## config.mk

```make
export PLATFORM = sky130hd
export DESIGN_NAME = prom_programmer
export DESIGN_NICKNAME = d
export VERILOG_FILES = /design/src/prom_cmd_pkg.sv /design/src/prom_host_pkg.sv /design/src/spi_xfer_if.sv /design/src/prom_ctl_if.sv /design/src/prom_spi_engine.sv /design/src/prom_block_buffer.sv /design/src/prom_sequencer.sv /design/src/prom_host_regs.sv /design/src/prom_programmer.sv
export SDC_FILE = /design/constraint.sdc
export NUM_CORES = 2
export LEC_CHECK = 0
export BUFFER_PORTS_ARGS = -buffer_cell sky130_fd_sc_hd__clkbuf_2
export CAP_MARGIN = 20
export CELL_PAD_IN_SITES_DETAIL_PLACEMENT = 0
export CELL_PAD_IN_SITES_GLOBAL_PLACEMENT = 1
export CORE_UTILIZATION = 55
export CTS_BUF_LIST = sky130_fd_sc_hd__clkbuf_4 sky130_fd_sc_hd__clkbuf_8
export DETAILED_ROUTE_END_ITERATION = 8
export PLACE_DENSITY_LB_ADDON = 0.1
export SYNTH_ARGS = -nofsm -noshare
export SYNTH_HDL_FRONTEND = slang
export SYNTH_SLANG_ARGS = --single-unit
```

## constraint.sdc

```tcl
create_clock -name clk -period 7.2 [get_ports clk]
set_clock_uncertainty 0.15 [all_clocks]
set_input_delay 0.36 -clock clk [delete_from_list [all_inputs] [get_ports clk]]
set_output_delay 0.36 -clock clk [all_outputs]
set_load 0.1 [all_outputs]
```

## src/prom_cmd_pkg.sv

```systemverilog
// flash opcode set and per-opcode bit counts, imported by the command sequencer
package prom_cmd_pkg;

    localparam int op_w = 8;                    // opcode field width
    localparam int bits_w = 7;                  // width of send/recv bit counts

    localparam logic [op_w-1:0] op_wren      = 8'h06;
    localparam logic [op_w-1:0] op_wrdi      = 8'h04;
    localparam logic [op_w-1:0] op_rdid      = 8'h9f;
    localparam logic [op_w-1:0] op_rdsr      = 8'h05;
    localparam logic [op_w-1:0] op_wrsr      = 8'h01;
    localparam logic [op_w-1:0] op_read      = 8'h03;
    localparam logic [op_w-1:0] op_fast_read = 8'h0b;
    localparam logic [op_w-1:0] op_page_prog = 8'h02;  // only reaches flash as block stream
    localparam logic [op_w-1:0] op_se        = 8'hd8;
    localparam logic [op_w-1:0] op_be        = 8'hc7;
    localparam logic [op_w-1:0] op_dp        = 8'hb9;
    localparam logic [op_w-1:0] op_res       = 8'hab;

    typedef struct packed {
        logic              valid;               // opcode known
        logic [bits_w-1:0] send_bits;           // opcode + address + dummy bits
        logic [bits_w-1:0] recv_bits;           // reply bits, 0 if none
    } cmd_info_t;

    function automatic cmd_info_t cmd_lookup(input logic [op_w-1:0] op);
        cmd_info_t info;
        info = '0;                              // 00 and unknown opcodes stay invalid
        case (op)
            op_wren, op_wrdi, op_be, op_dp: info = '{1'b1, 7'd8, 7'd0};
            op_rdid:      info = '{1'b1, 7'd8, 7'd24};   // first 3 id bytes
            op_rdsr:      info = '{1'b1, 7'd8, 7'd8};
            op_wrsr:      info = '{1'b1, 7'd16, 7'd0};
            op_read:      info = '{1'b1, 7'd32, 7'd32};  // one quadlet back
            op_fast_read: info = '{1'b1, 7'd40, 7'd32};  // extra dummy byte
            op_se:        info = '{1'b1, 7'd32, 7'd0};
            op_res:       info = '{1'b1, 7'd32, 7'd8};   // old style id
            default:      info = '0;
        endcase
        return info;
    endfunction

endpackage

```

## src/prom_host_pkg.sv

```systemverilog
// host side widths, block buffer size, status word layout and sequencer states
package prom_host_pkg;

    localparam int quad_w     = 32;             // host word
    localparam int blk_depth  = 66;             // quadlets held per block write
    localparam int idx_w      = 7;              // buffer index, wraps past 64
    localparam int blk_addr_w = 6;              // host block address

    // status word fields
    localparam int err_msb     = 31;
    localparam int err_lsb     = 16;
    localparam int err_w       = err_msb - err_lsb + 1;
    localparam int cs_bit      = 7;
    localparam int sclk_bit    = 6;
    localparam int miso_bit    = 5;
    localparam int mosi_bit    = 4;
    localparam int blk_wrt_bit = 3;
    localparam int state_msb   = 2;             // state occupies [state_msb:0]

    typedef enum logic [2:0] {
        st_idle          = 3'd0,
        st_chip_select   = 3'd1,
        st_write         = 3'd2,
        st_write_block   = 3'd3,
        st_read          = 3'd4,
        st_chip_deselect = 3'd5
    } seq_state_t;

endpackage

```

## src/spi_xfer_if.sv

```systemverilog
// one SPI shift job handed from the sequencer to the serial engine
`timescale 1ns/10ps
interface spi_xfer_if #(
    parameter int quad_w = prom_host_pkg::quad_w,
    parameter int bits_w = prom_cmd_pkg::bits_w
);
    logic              start;                   // one cycle, latches the job
    logic [quad_w-1:0] tx_word;                 // msb goes out first
    logic [bits_w-1:0] send_bits;
    logic [bits_w-1:0] recv_bits;
    logic              load_next;               // reload tx_word at word end
    logic              busy;
    logic              done;                    // last bit of the job
    logic [quad_w-1:0] rx_word;                 // reply, right aligned

    modport master (
        output start, tx_word, send_bits, recv_bits, load_next,
        input  busy, done, rx_word
    );

    modport engine (
        input  start, tx_word, send_bits, recv_bits, load_next,
        output busy, done, rx_word
    );
endinterface

```

## src/prom_ctl_if.sv

```systemverilog
// sequencer and buffer error path toward the result/status register block
`timescale 1ns/10ps
interface prom_ctl_if #(
    parameter int quad_w = prom_host_pkg::quad_w,
    parameter int err_w  = prom_host_pkg::err_w
);
    import prom_host_pkg::*;

    seq_state_t        state;
    logic              blk_wrt;                 // block write in progress
    logic              clear_result;            // cs falling
    logic              load_result;
    logic [quad_w-1:0] result_value;
    logic              err_load;                // bad block address seen
    logic [err_w-1:0]  err_value;

    modport seq (
        output state, blk_wrt, clear_result, load_result, result_value
    );

    modport regs (
        input state, blk_wrt, clear_result, load_result, result_value, err_load, err_value
    );
endinterface

```

## src/prom_spi_engine.sv

```systemverilog
// serial engine, clocks out send bits then samples reply bits on a half rate sclk
`timescale 1ns/10ps
module prom_spi_engine #(
    parameter int quad_w = prom_host_pkg::quad_w
) (
    input  logic       clk,
    input  logic       reset,
    spi_xfer_if.engine xfer,
    output logic       sclk,
    output logic       mosi,
    input  logic       miso
);
    import prom_cmd_pkg::*;

    logic              active;
    logic              rx_phase;                // past the send bits
    logic              recv_none;               // job has no reply
    logic [bits_w-1:0] cnt;                     // half sclk periods, lsb is sclk
    logic [bits_w-1:0] send_last;               // 2*send_bits-1
    logic [bits_w-1:0] recv_last;               // 2*recv_bits-1
    logic [bits_w-1:0] end_cnt;
    logic [quad_w-1:0] tx_shift;
    logic [quad_w-1:0] rx_shift;

    assign sclk = cnt[0];                       // idles low, cnt parks at 0
    assign mosi = tx_shift[quad_w-1];

    always_comb begin
        end_cnt = rx_phase ? recv_last : send_last;
        xfer.busy = active;
        xfer.done = active && (cnt == end_cnt) && (rx_phase || recv_none);
        xfer.rx_word = rx_shift;
    end

    always_ff @(posedge clk) begin
        if (!reset) begin
            active   <= 1'b0;
            rx_phase <= 1'b0;
            cnt      <= '0;
            tx_shift <= '0;                     // mosi low out of reset
        end else if (xfer.start) begin
            active    <= 1'b1;
            rx_phase  <= 1'b0;
            cnt       <= '0;
            tx_shift  <= xfer.tx_word;
            rx_shift  <= '0;                    // short replies end right aligned
            send_last <= (xfer.send_bits << 1) - bits_w'(1);
            recv_last <= (xfer.recv_bits << 1) - bits_w'(1);
            recv_none <= (xfer.recv_bits == '0);
        end else if (active) begin
            if (cnt[0])
                tx_shift <= tx_shift << 1;      // mosi moves on falling sclk
            if (rx_phase && !cnt[0])
                rx_shift <= {rx_shift[quad_w-2:0], miso};  // sample with rising sclk
            if (cnt == end_cnt) begin
                cnt <= '0;
                if (xfer.load_next)
                    tx_shift <= xfer.tx_word;   // next block quadlet, no gap
                else if (rx_phase || recv_none) begin
                    active   <= 1'b0;
                    rx_phase <= 1'b0;
                    tx_shift <= '0;
                end else
                    rx_phase <= 1'b1;
            end else
                cnt <= cnt + bits_w'(1);
        end
    end

endmodule

```

## src/prom_block_buffer.sv

```systemverilog
// quadlet store filled by host block writes, drained by the sequencer, host readable
`timescale 1ns/10ps
module prom_block_buffer #(
    parameter int quad_w     = prom_host_pkg::quad_w,
    parameter int blk_depth  = prom_host_pkg::blk_depth,
    parameter int idx_w      = prom_host_pkg::idx_w,
    parameter int blk_addr_w = prom_host_pkg::blk_addr_w,
    parameter int err_w      = prom_host_pkg::err_w
) (
    input  logic                  clk,
    input  logic                  reset,
    input  logic                  blk_start,
    input  logic                  blk_wen,
    input  logic [blk_addr_w-1:0] blk_addr,
    input  logic [quad_w-1:0]     wdata,
    input  logic [idx_w-1:0]      rd_index,
    output logic [quad_w-1:0]     rd_word,
    input  logic                  host_rd_en,
    output logic [quad_w-1:0]     rdata,
    output logic [idx_w-1:0]      wr_index,
    output logic                  err_load,
    output logic [err_w-1:0]      err_value
);
    logic [quad_w-1:0] mem [blk_depth];
    logic              addr_ok;

    assign addr_ok = (blk_addr == wr_index[blk_addr_w-1:0]);  // low bits, index may wrap
    assign rd_word = mem[rd_index];             // feeds the engine directly

    always_ff @(posedge clk) begin
        if (!reset) begin
            wr_index <= '0;
            err_load <= 1'b0;
        end else begin
            err_load <= blk_wen && !blk_start && !addr_ok;
            if (blk_start)
                wr_index <= '0;
            else if (blk_wen && addr_ok)
                wr_index <= wr_index + idx_w'(1);
        end
    end

    always_ff @(posedge clk) begin
        if (blk_wen && !blk_start && addr_ok)
            mem[wr_index] <= wdata;
        if (blk_wen && !addr_ok)
            err_value <= err_w'({blk_addr, 1'b0, wr_index});  // bad addr, expected index
        if (host_rd_en)
            rdata <= mem[blk_addr];
    end

endmodule

```

## src/prom_sequencer.sv

```systemverilog
// opcode decode and chip select/write/read/deselect FSM, plus block write streaming
`timescale 1ns/10ps
module prom_sequencer #(
    parameter int quad_w = prom_host_pkg::quad_w,
    parameter int idx_w  = prom_host_pkg::idx_w
) (
    input  logic              clk,
    input  logic              reset,
    input  logic [quad_w-1:0] cmd,
    input  logic              reg_wen,
    input  logic              blk_start,
    input  logic              blk_end,
    input  logic [idx_w-1:0]  wr_index,
    output logic [idx_w-1:0]  rd_index,
    input  logic [quad_w-1:0] rd_word,
    spi_xfer_if.master        xfer,
    prom_ctl_if.seq           ctl,
    output logic              cs
);
    import prom_host_pkg::*;
    import prom_cmd_pkg::*;

    seq_state_t        state;
    cmd_info_t         info;                    // decode of the incoming opcode
    logic [quad_w-1:0] cmd_q;
    logic [bits_w-1:0] send_q;
    logic [bits_w-1:0] recv_q;
    logic [bits_w-1:0] half_cnt;                // write half periods left
    logic              blk_wrt;
    logic              blk_open;                // block start accepted
    logic              blk_go;                  // buffer has data, begin stream
    logic              caught_up;

    always_comb begin
        info      = cmd_lookup(cmd[quad_w-1 -: op_w]);
        caught_up = (rd_index == wr_index);
        blk_open  = (state == st_idle) && !reg_wen && blk_start && !blk_wrt;
        blk_go    = (state == st_idle) && !reg_wen && blk_wrt && (wr_index != '0)
                    && !xfer.busy;
        xfer.start     = (state == st_chip_select) || blk_go;
        xfer.tx_word   = (state == st_chip_select) ? cmd_q : rd_word;
        xfer.send_bits = send_q;
        xfer.recv_bits = recv_q;
        xfer.load_next = (state == st_write_block) && xfer.done && !caught_up;
        ctl.state        = state;
        ctl.blk_wrt      = blk_wrt;
        ctl.clear_result = (state == st_chip_select) || blk_open;
        ctl.load_result  = xfer.done && ((state != st_write_block) || caught_up);
        ctl.result_value = (state == st_write_block) ? quad_w'(rd_index) : xfer.rx_word;
    end

    always_ff @(posedge clk) begin
        if (!reset) begin
            state    <= st_idle;
            cs       <= 1'b1;
            blk_wrt  <= 1'b0;
            rd_index <= '0;
        end else begin
            if (blk_end)
                blk_wrt <= 1'b0;                // host side closed, stream may go on
            case (state)
                st_idle: begin
                    if (reg_wen) begin
                        blk_wrt <= 1'b0;
                        cmd_q   <= cmd;
                        send_q  <= info.send_bits;
                        recv_q  <= info.recv_bits;
                        if (info.valid)
                            state <= st_chip_select;
                    end else if (blk_open) begin
                        blk_wrt  <= 1'b1;
                        cs       <= 1'b0;       // hold chip until buffer drains
                        rd_index <= '0;         // stream begins at word 0
                        send_q   <= bits_w'(quad_w);
                        recv_q   <= '0;
                    end else if (blk_go) begin
                        rd_index <= idx_w'(1);  // word 0 goes out with start
                        state    <= st_write_block;
                    end
                end
                st_chip_select: begin
                    cs       <= 1'b0;
                    half_cnt <= send_q << 1;
                    state    <= st_write;
                end
                st_write: begin
                    half_cnt <= half_cnt - bits_w'(1);
                    if (xfer.done) begin        // nothing to read back
                        cs    <= 1'b1;
                        state <= st_chip_deselect;
                    end else if (half_cnt == bits_w'(1))
                        state <= st_read;
                end
                st_read: begin
                    if (xfer.done) begin
                        cs    <= 1'b1;
                        state <= st_chip_deselect;
                    end
                end
                st_write_block: begin
                    if (xfer.done) begin
                        if (caught_up) begin    // reader met writer at word end
                            cs      <= 1'b1;
                            blk_wrt <= 1'b0;
                            state   <= st_chip_deselect;
                        end else
                            rd_index <= rd_index + idx_w'(1);
                    end
                end
                st_chip_deselect: state <= st_idle;
                default: state <= st_idle;
            endcase
        end
    end

endmodule

```

## src/prom_host_regs.sv

```systemverilog
// result register, block error latch and status word seen by the host
`timescale 1ns/10ps
module prom_host_regs #(
    parameter int quad_w = prom_host_pkg::quad_w,
    parameter int err_w  = prom_host_pkg::err_w
) (
    input  logic              clk,
    input  logic              reset,
    prom_ctl_if.regs          ctl,
    input  logic              sclk,
    input  logic              mosi,
    input  logic              miso,
    input  logic              cs,
    output logic [quad_w-1:0] result,
    output logic [quad_w-1:0] status
);
    import prom_host_pkg::*;

    logic [err_w-1:0] err_field;                // first bad block address
    logic             err_clear;

    // block start is the only clear seen while idle
    assign err_clear = ctl.clear_result && (ctl.state == st_idle);

    always_ff @(posedge clk) begin
        if (!reset) begin
            result    <= '0;
            err_field <= '0;
        end else begin
            if (ctl.clear_result)
                result <= '0;
            else if (ctl.load_result)
                result <= ctl.result_value;     // reply bits or quadlet count
            if (err_clear)
                err_field <= '0;
            else if (ctl.err_load)
                err_field <= ctl.err_value;
        end
    end

    always_comb begin
        status                   = '0;
        status[err_msb:err_lsb]  = err_field;
        status[cs_bit]           = cs;          // live pins
        status[sclk_bit]         = sclk;
        status[miso_bit]         = miso;
        status[mosi_bit]         = mosi;
        status[blk_wrt_bit]      = ctl.blk_wrt;
        status[state_msb:0]      = ctl.state;
    end

endmodule

```

## src/prom_programmer.sv

```systemverilog
// top level of the flash programmer, host strobes in and SPI flash pins out
`timescale 1ns/10ps
module prom_programmer #(
    parameter int quad_w     = prom_host_pkg::quad_w,
    parameter int blk_depth  = prom_host_pkg::blk_depth,
    parameter int idx_w      = prom_host_pkg::idx_w,
    parameter int blk_addr_w = prom_host_pkg::blk_addr_w
) (
    input  logic                  clk,
    input  logic                  reset,
    input  logic [quad_w-1:0]     prom_cmd,
    input  logic                  prom_reg_wen,
    input  logic                  prom_blk_start,
    input  logic                  prom_blk_wen,
    input  logic [blk_addr_w-1:0] prom_blk_addr,
    input  logic                  prom_blk_end,
    input  logic                  prom_blk_enable,
    output logic [quad_w-1:0]     prom_status,
    output logic [quad_w-1:0]     prom_result,
    output logic [quad_w-1:0]     prom_rdata,
    output logic                  prom_cs,
    output logic                  prom_sclk,
    output logic                  prom_mosi,
    input  logic                  prom_miso
);
    logic [idx_w-1:0]  wr_index;
    logic [idx_w-1:0]  rd_index;
    logic [quad_w-1:0] rd_word;
    logic              host_rd_en;

    // buffer read back only when no other host strobe is up
    assign host_rd_en = prom_blk_enable && !prom_reg_wen && !prom_blk_start
                        && !prom_blk_wen && !prom_blk_end;

    spi_xfer_if #(.quad_w(quad_w)) xfer ();
    prom_ctl_if #(.quad_w(quad_w)) ctl ();

    prom_block_buffer #(.quad_w(quad_w), .blk_depth(blk_depth), .idx_w(idx_w),
                        .blk_addr_w(blk_addr_w)) i_block_buffer (
        .clk(clk), .reset(reset), .blk_start(prom_blk_start), .blk_wen(prom_blk_wen),
        .blk_addr(prom_blk_addr), .wdata(prom_cmd), .rd_index(rd_index), .rd_word(rd_word),
        .host_rd_en(host_rd_en), .rdata(prom_rdata), .wr_index(wr_index),
        .err_load(ctl.err_load), .err_value(ctl.err_value)
    );

    prom_sequencer #(.quad_w(quad_w), .idx_w(idx_w)) i_sequencer (
        .clk(clk), .reset(reset), .cmd(prom_cmd), .reg_wen(prom_reg_wen),
        .blk_start(prom_blk_start), .blk_end(prom_blk_end), .wr_index(wr_index),
        .rd_index(rd_index), .rd_word(rd_word), .xfer(xfer.master), .ctl(ctl.seq),
        .cs(prom_cs)
    );

    prom_spi_engine #(.quad_w(quad_w)) i_spi_engine (
        .clk(clk), .reset(reset), .xfer(xfer.engine), .sclk(prom_sclk), .mosi(prom_mosi),
        .miso(prom_miso)
    );

    prom_host_regs #(.quad_w(quad_w)) i_host_regs (
        .clk(clk), .reset(reset), .ctl(ctl.regs), .sclk(prom_sclk), .mosi(prom_mosi),
        .miso(prom_miso), .cs(prom_cs), .result(prom_result), .status(prom_status)
    );

endmodule

```

==> flow_summary.yaml <==
clock_tree:
  clk_path_buf_depth: 4
  ctsResizeCount: 0
  cts-root-buf: "clkbuf_8"
  cts_buffers: 400
  clk_latency_ps: 1140
  postCtsSetupRepairBufs: 0
  clk_pin_slew_ps: 60
  ctsHtreeMaxLevel: 5
  numClockSinks: 2354
  cts_tree: "built"
placed_design:
  routabilityCongestion: 0.9591
  dp.cells: 7819
  port_buffers: 133
  place.detailed.hpwl_um: 236200
yosys:
  seq_area_frac_synth_pct: 64.91
  yosys.cell_types.count: 77
  synth.avg_cell_area_um2: 20.08
  ys_seq_elements: 2354
  synth_edf_count: 2241
  synth_warnings: 0
  ys.flop_type: "edfxtp_1"
  synth_cells: 5336
  synthesis.area_um2: 107200
  synth-async-reset-ratio_pct: 0
worst_hold_path:
  min_path_type: "in2reg"
floorplan:
  dieHeight_um: 443.4
  coreArea_um2: 193000
  die_area_um2: 196600
  core.rowCount: 161
  initial_core_util_pct: 55.53
  fp.dieW_um: 443.4
  num_io_pins: 145
run_status:
  status: "complete, no violations"
run:
  cap_violations: 0
worst_setup_path:
  startpoint_type: "flip-flop"
  cp_data_arrival_time_ps: 5160
  cp.required_ps: 8050
  worstSetupPathType: "reg2reg"
  endpoint_kind: "flip-flop"
  cp_max_fo: 65
routing:
  routed_wirelength_um: 367200
  viasPerCell: 7.332
  drc: 0
  post_drt_wl_per_cell_um: 42.75
  drtPass1Iterations: 8
  via_count: 62980
  drt-initial-drc-count: 9560
  ant_nets: 0
grt:
  first_global_vias: 61520
  grt_max_degree: 116
  antenna_found_initial: 33
  grt.overflow.total: 0
  grt_first_pass_wirelength_um: 503200
  grt_usage_pct: 37.66
timing:
  drv_slew: 0
  rsz0062_at_grt: "false"
  relSlewSlack_pct: 18.65
  hold_viol_final: 0
  finalCriticalPeriod_ps: 4311
  tns_ps: 0
  period_share_pct: 59.87
  tightest_slew_ps: 1186
  timing.fmax_ghz: 0.2320
  setup_viol: 0
power:
  p_leak_nw: 36.89
  power_density_nw_per_um2: 249.5
  vdd_drop_max_mv: 0.1764
final_layout:
  nets: 5807
  layoutNonFillerInstCount: 8590
  num-fill-cells: 13610
  syn_to_final_growth_pct: 11.89
  drive_above_1_share_pct: 37.89
-- layer usage --
layer | track usage (%) | vias to the layer above | wire [um]
met1 | 51.33 | 33560 | 131700
met3 | 13.06 | 800 | 51480
li1 | - | 23890 | -
met5 | 0 | - | 193
met2 | 54.29 | 4711 | 162500
met4 | 19.00 | 28 | 21320
-- synth_stat cells, drive strengths merged (4+ instances only) --
library cell	count	area, um^2
edfxtp	2241	67290
mux4	1156	26030
buf	255	1640
nor2	212	803.3
mux2i	205	2052
clkbuf	168	631.9
nand2	138	518.0
dfxtp	113	2262
o21ai	101	505.5
a22oi	93	698.2
a21oi	80	400.4
o22ai	54	337.8
mux2	52	585.6
and2	42	262.8
nand3	40	200.2
nor2b	34	212.7
nand4	30	187.7
a211oi	23	172.7
xor2	21	183.9
xnor2	18	157.7
a221oi	17	155.1
a31oi	17	106.4
inv	17	63.81
nand2b	16	100.1
nor4	15	93.84
o221ai	14	122.6
nor3	12	71.32
o211ai	12	90.09
a21boi	11	82.57
or3	11	68.82
a222oi	10	100.1
and3	9	56.30
ha	9	112.6
a2111oi	7	61.31
a221o	7	70.07
or2	7	43.80
and4	6	52.55
o31ai	6	45.04
a22o	5	43.79
nor3b	4	30.03
or4	4	30.03
-- final cells by class --
type | instances | area (um^2) | area share, %
antenna | 5 | 12.51 | 0.01044
clock buffer | 529 | 6543 | 5.457
sequential | 2354 | 69580 | 58.03
timing repair buffer | 427 | 3496 | 2.916
clock inverter | 180 | 1175 | 0.9799
tap | 2526 | 3161 | 2.636
inverter | 17 | 63.81 | 0.05322
multi-input combinational | 2552 | 35870 | 29.92
-- placed cells by master, fill, tap and decap left out, types with 15 or more instances in the layout --
master,instances
clkbuf_8,411
buf_4,213
a22oi_1,93
dlygate4sd3_1,53
nand3_1,40
buf_12,33
edfxtp_1,2241
nand2b_1,16
mux2_2,52
mux2i_1,205
clkinv_2,58
xnor2_1,18
nor2_4,69
nor2_1,141
mux4_2,1156
clkbuf_4,118
a221oi_1,16
a211oi_1,23
nor2b_1,31
bufinv_16,15
clkbuf_2,110
nand4_1,30
clkinv_1,99
o21ai_0,98
dfxtp_1,104
a21oi_1,79
xor2_1,21
a31oi_1,17
nand2_1,138
and2_1,39
inv_1,17
o22ai_1,54
-- per-stage QoR --
stage | util (%) | hold slack (ps) | cell area, um^2 | total power, mW | setup slack (ps)
finish | 62.13 | 84.33 | 119900 | 29.91 | 2889
global route | 62.13 | 94.62 | 119900 | 30.64 | 2766
CTS | 62.10 | 29.28 | 119800 | 29.93 | 3012
detailed placement | 57.83 | 328.5 | 111600 | 18.14 | 2710
global placement | 57.81 | 311.2 | 111600 | 18.13 | 2646
floorplan | - | 252.9 | 107200 | 17.13 | 3260
-- worst max-delay path, cell delays in order (launching register included) --
cell and delay, ps:
dfxtp_4 640, buf_12 420, and2_2 640, buf_4 500, a22oi_1 190, a21oi_1 710, nor4_2 240, buf_4 200
o32ai_1 270
-- kinds of logic after synthesis --
group / synth area share, %
AOI/OAI and AO/OA: 3.091
muxes: 26.76
buffers and inverters: 2.180
xor gates and xnor gates: 0.3188
adders and majority gates: 0.1051
and+or+nand+nor: 2.633
other: 0.003500
DFF: 64.91
-- path summary, 6_finish.rpt --
kind,from,to,slack [ps],cells past startpoint
max,flip-flop,i_spi_engine.tx_shift[3],2890,8
min,prom_blk_addr[1],i_block_buffer.err_value[9],80,2
max reg2reg,flip-flop,i_spi_engine.tx_shift[3],2890,8
min reg2reg,i_block_buffer.err_value[10],i_host_regs.err_field[10],340,2
-- where the power goes --
| group | switching, mW | internal, mW | total (mW) |
|---|---|---|---|
| Combinational | 1.69 | 1.04 | 2.73 |
| Sequential | 0.0973 | 15.1 | 15.2 |
| Clock | 5.56 | 6.43 | 12.0 |
| Total | 7.35 | 22.6 | 29.9 |
-- flip-flops by register name, indices dropped and copies added, names as in the netlist, 13 cells and up, named ones only --
name and flops:
i_block_buffer.mem 2112, i_block_buffer.rdata 32, i_spi_engine.xfer.rx_word 32, i_spi_engine.tx_shift 32
i_host_regs.result 32, i_block_buffer.err_value 13, i_sequencer.cmd_q 32, i_host_regs.err_field 13
-- what timing repair did --
item,CTS,global route
hold endpoints to repair,2043,0
hold buffers,53,0
endpoints found under the setup margin,0,0
(Power assumes the default switching activity.)
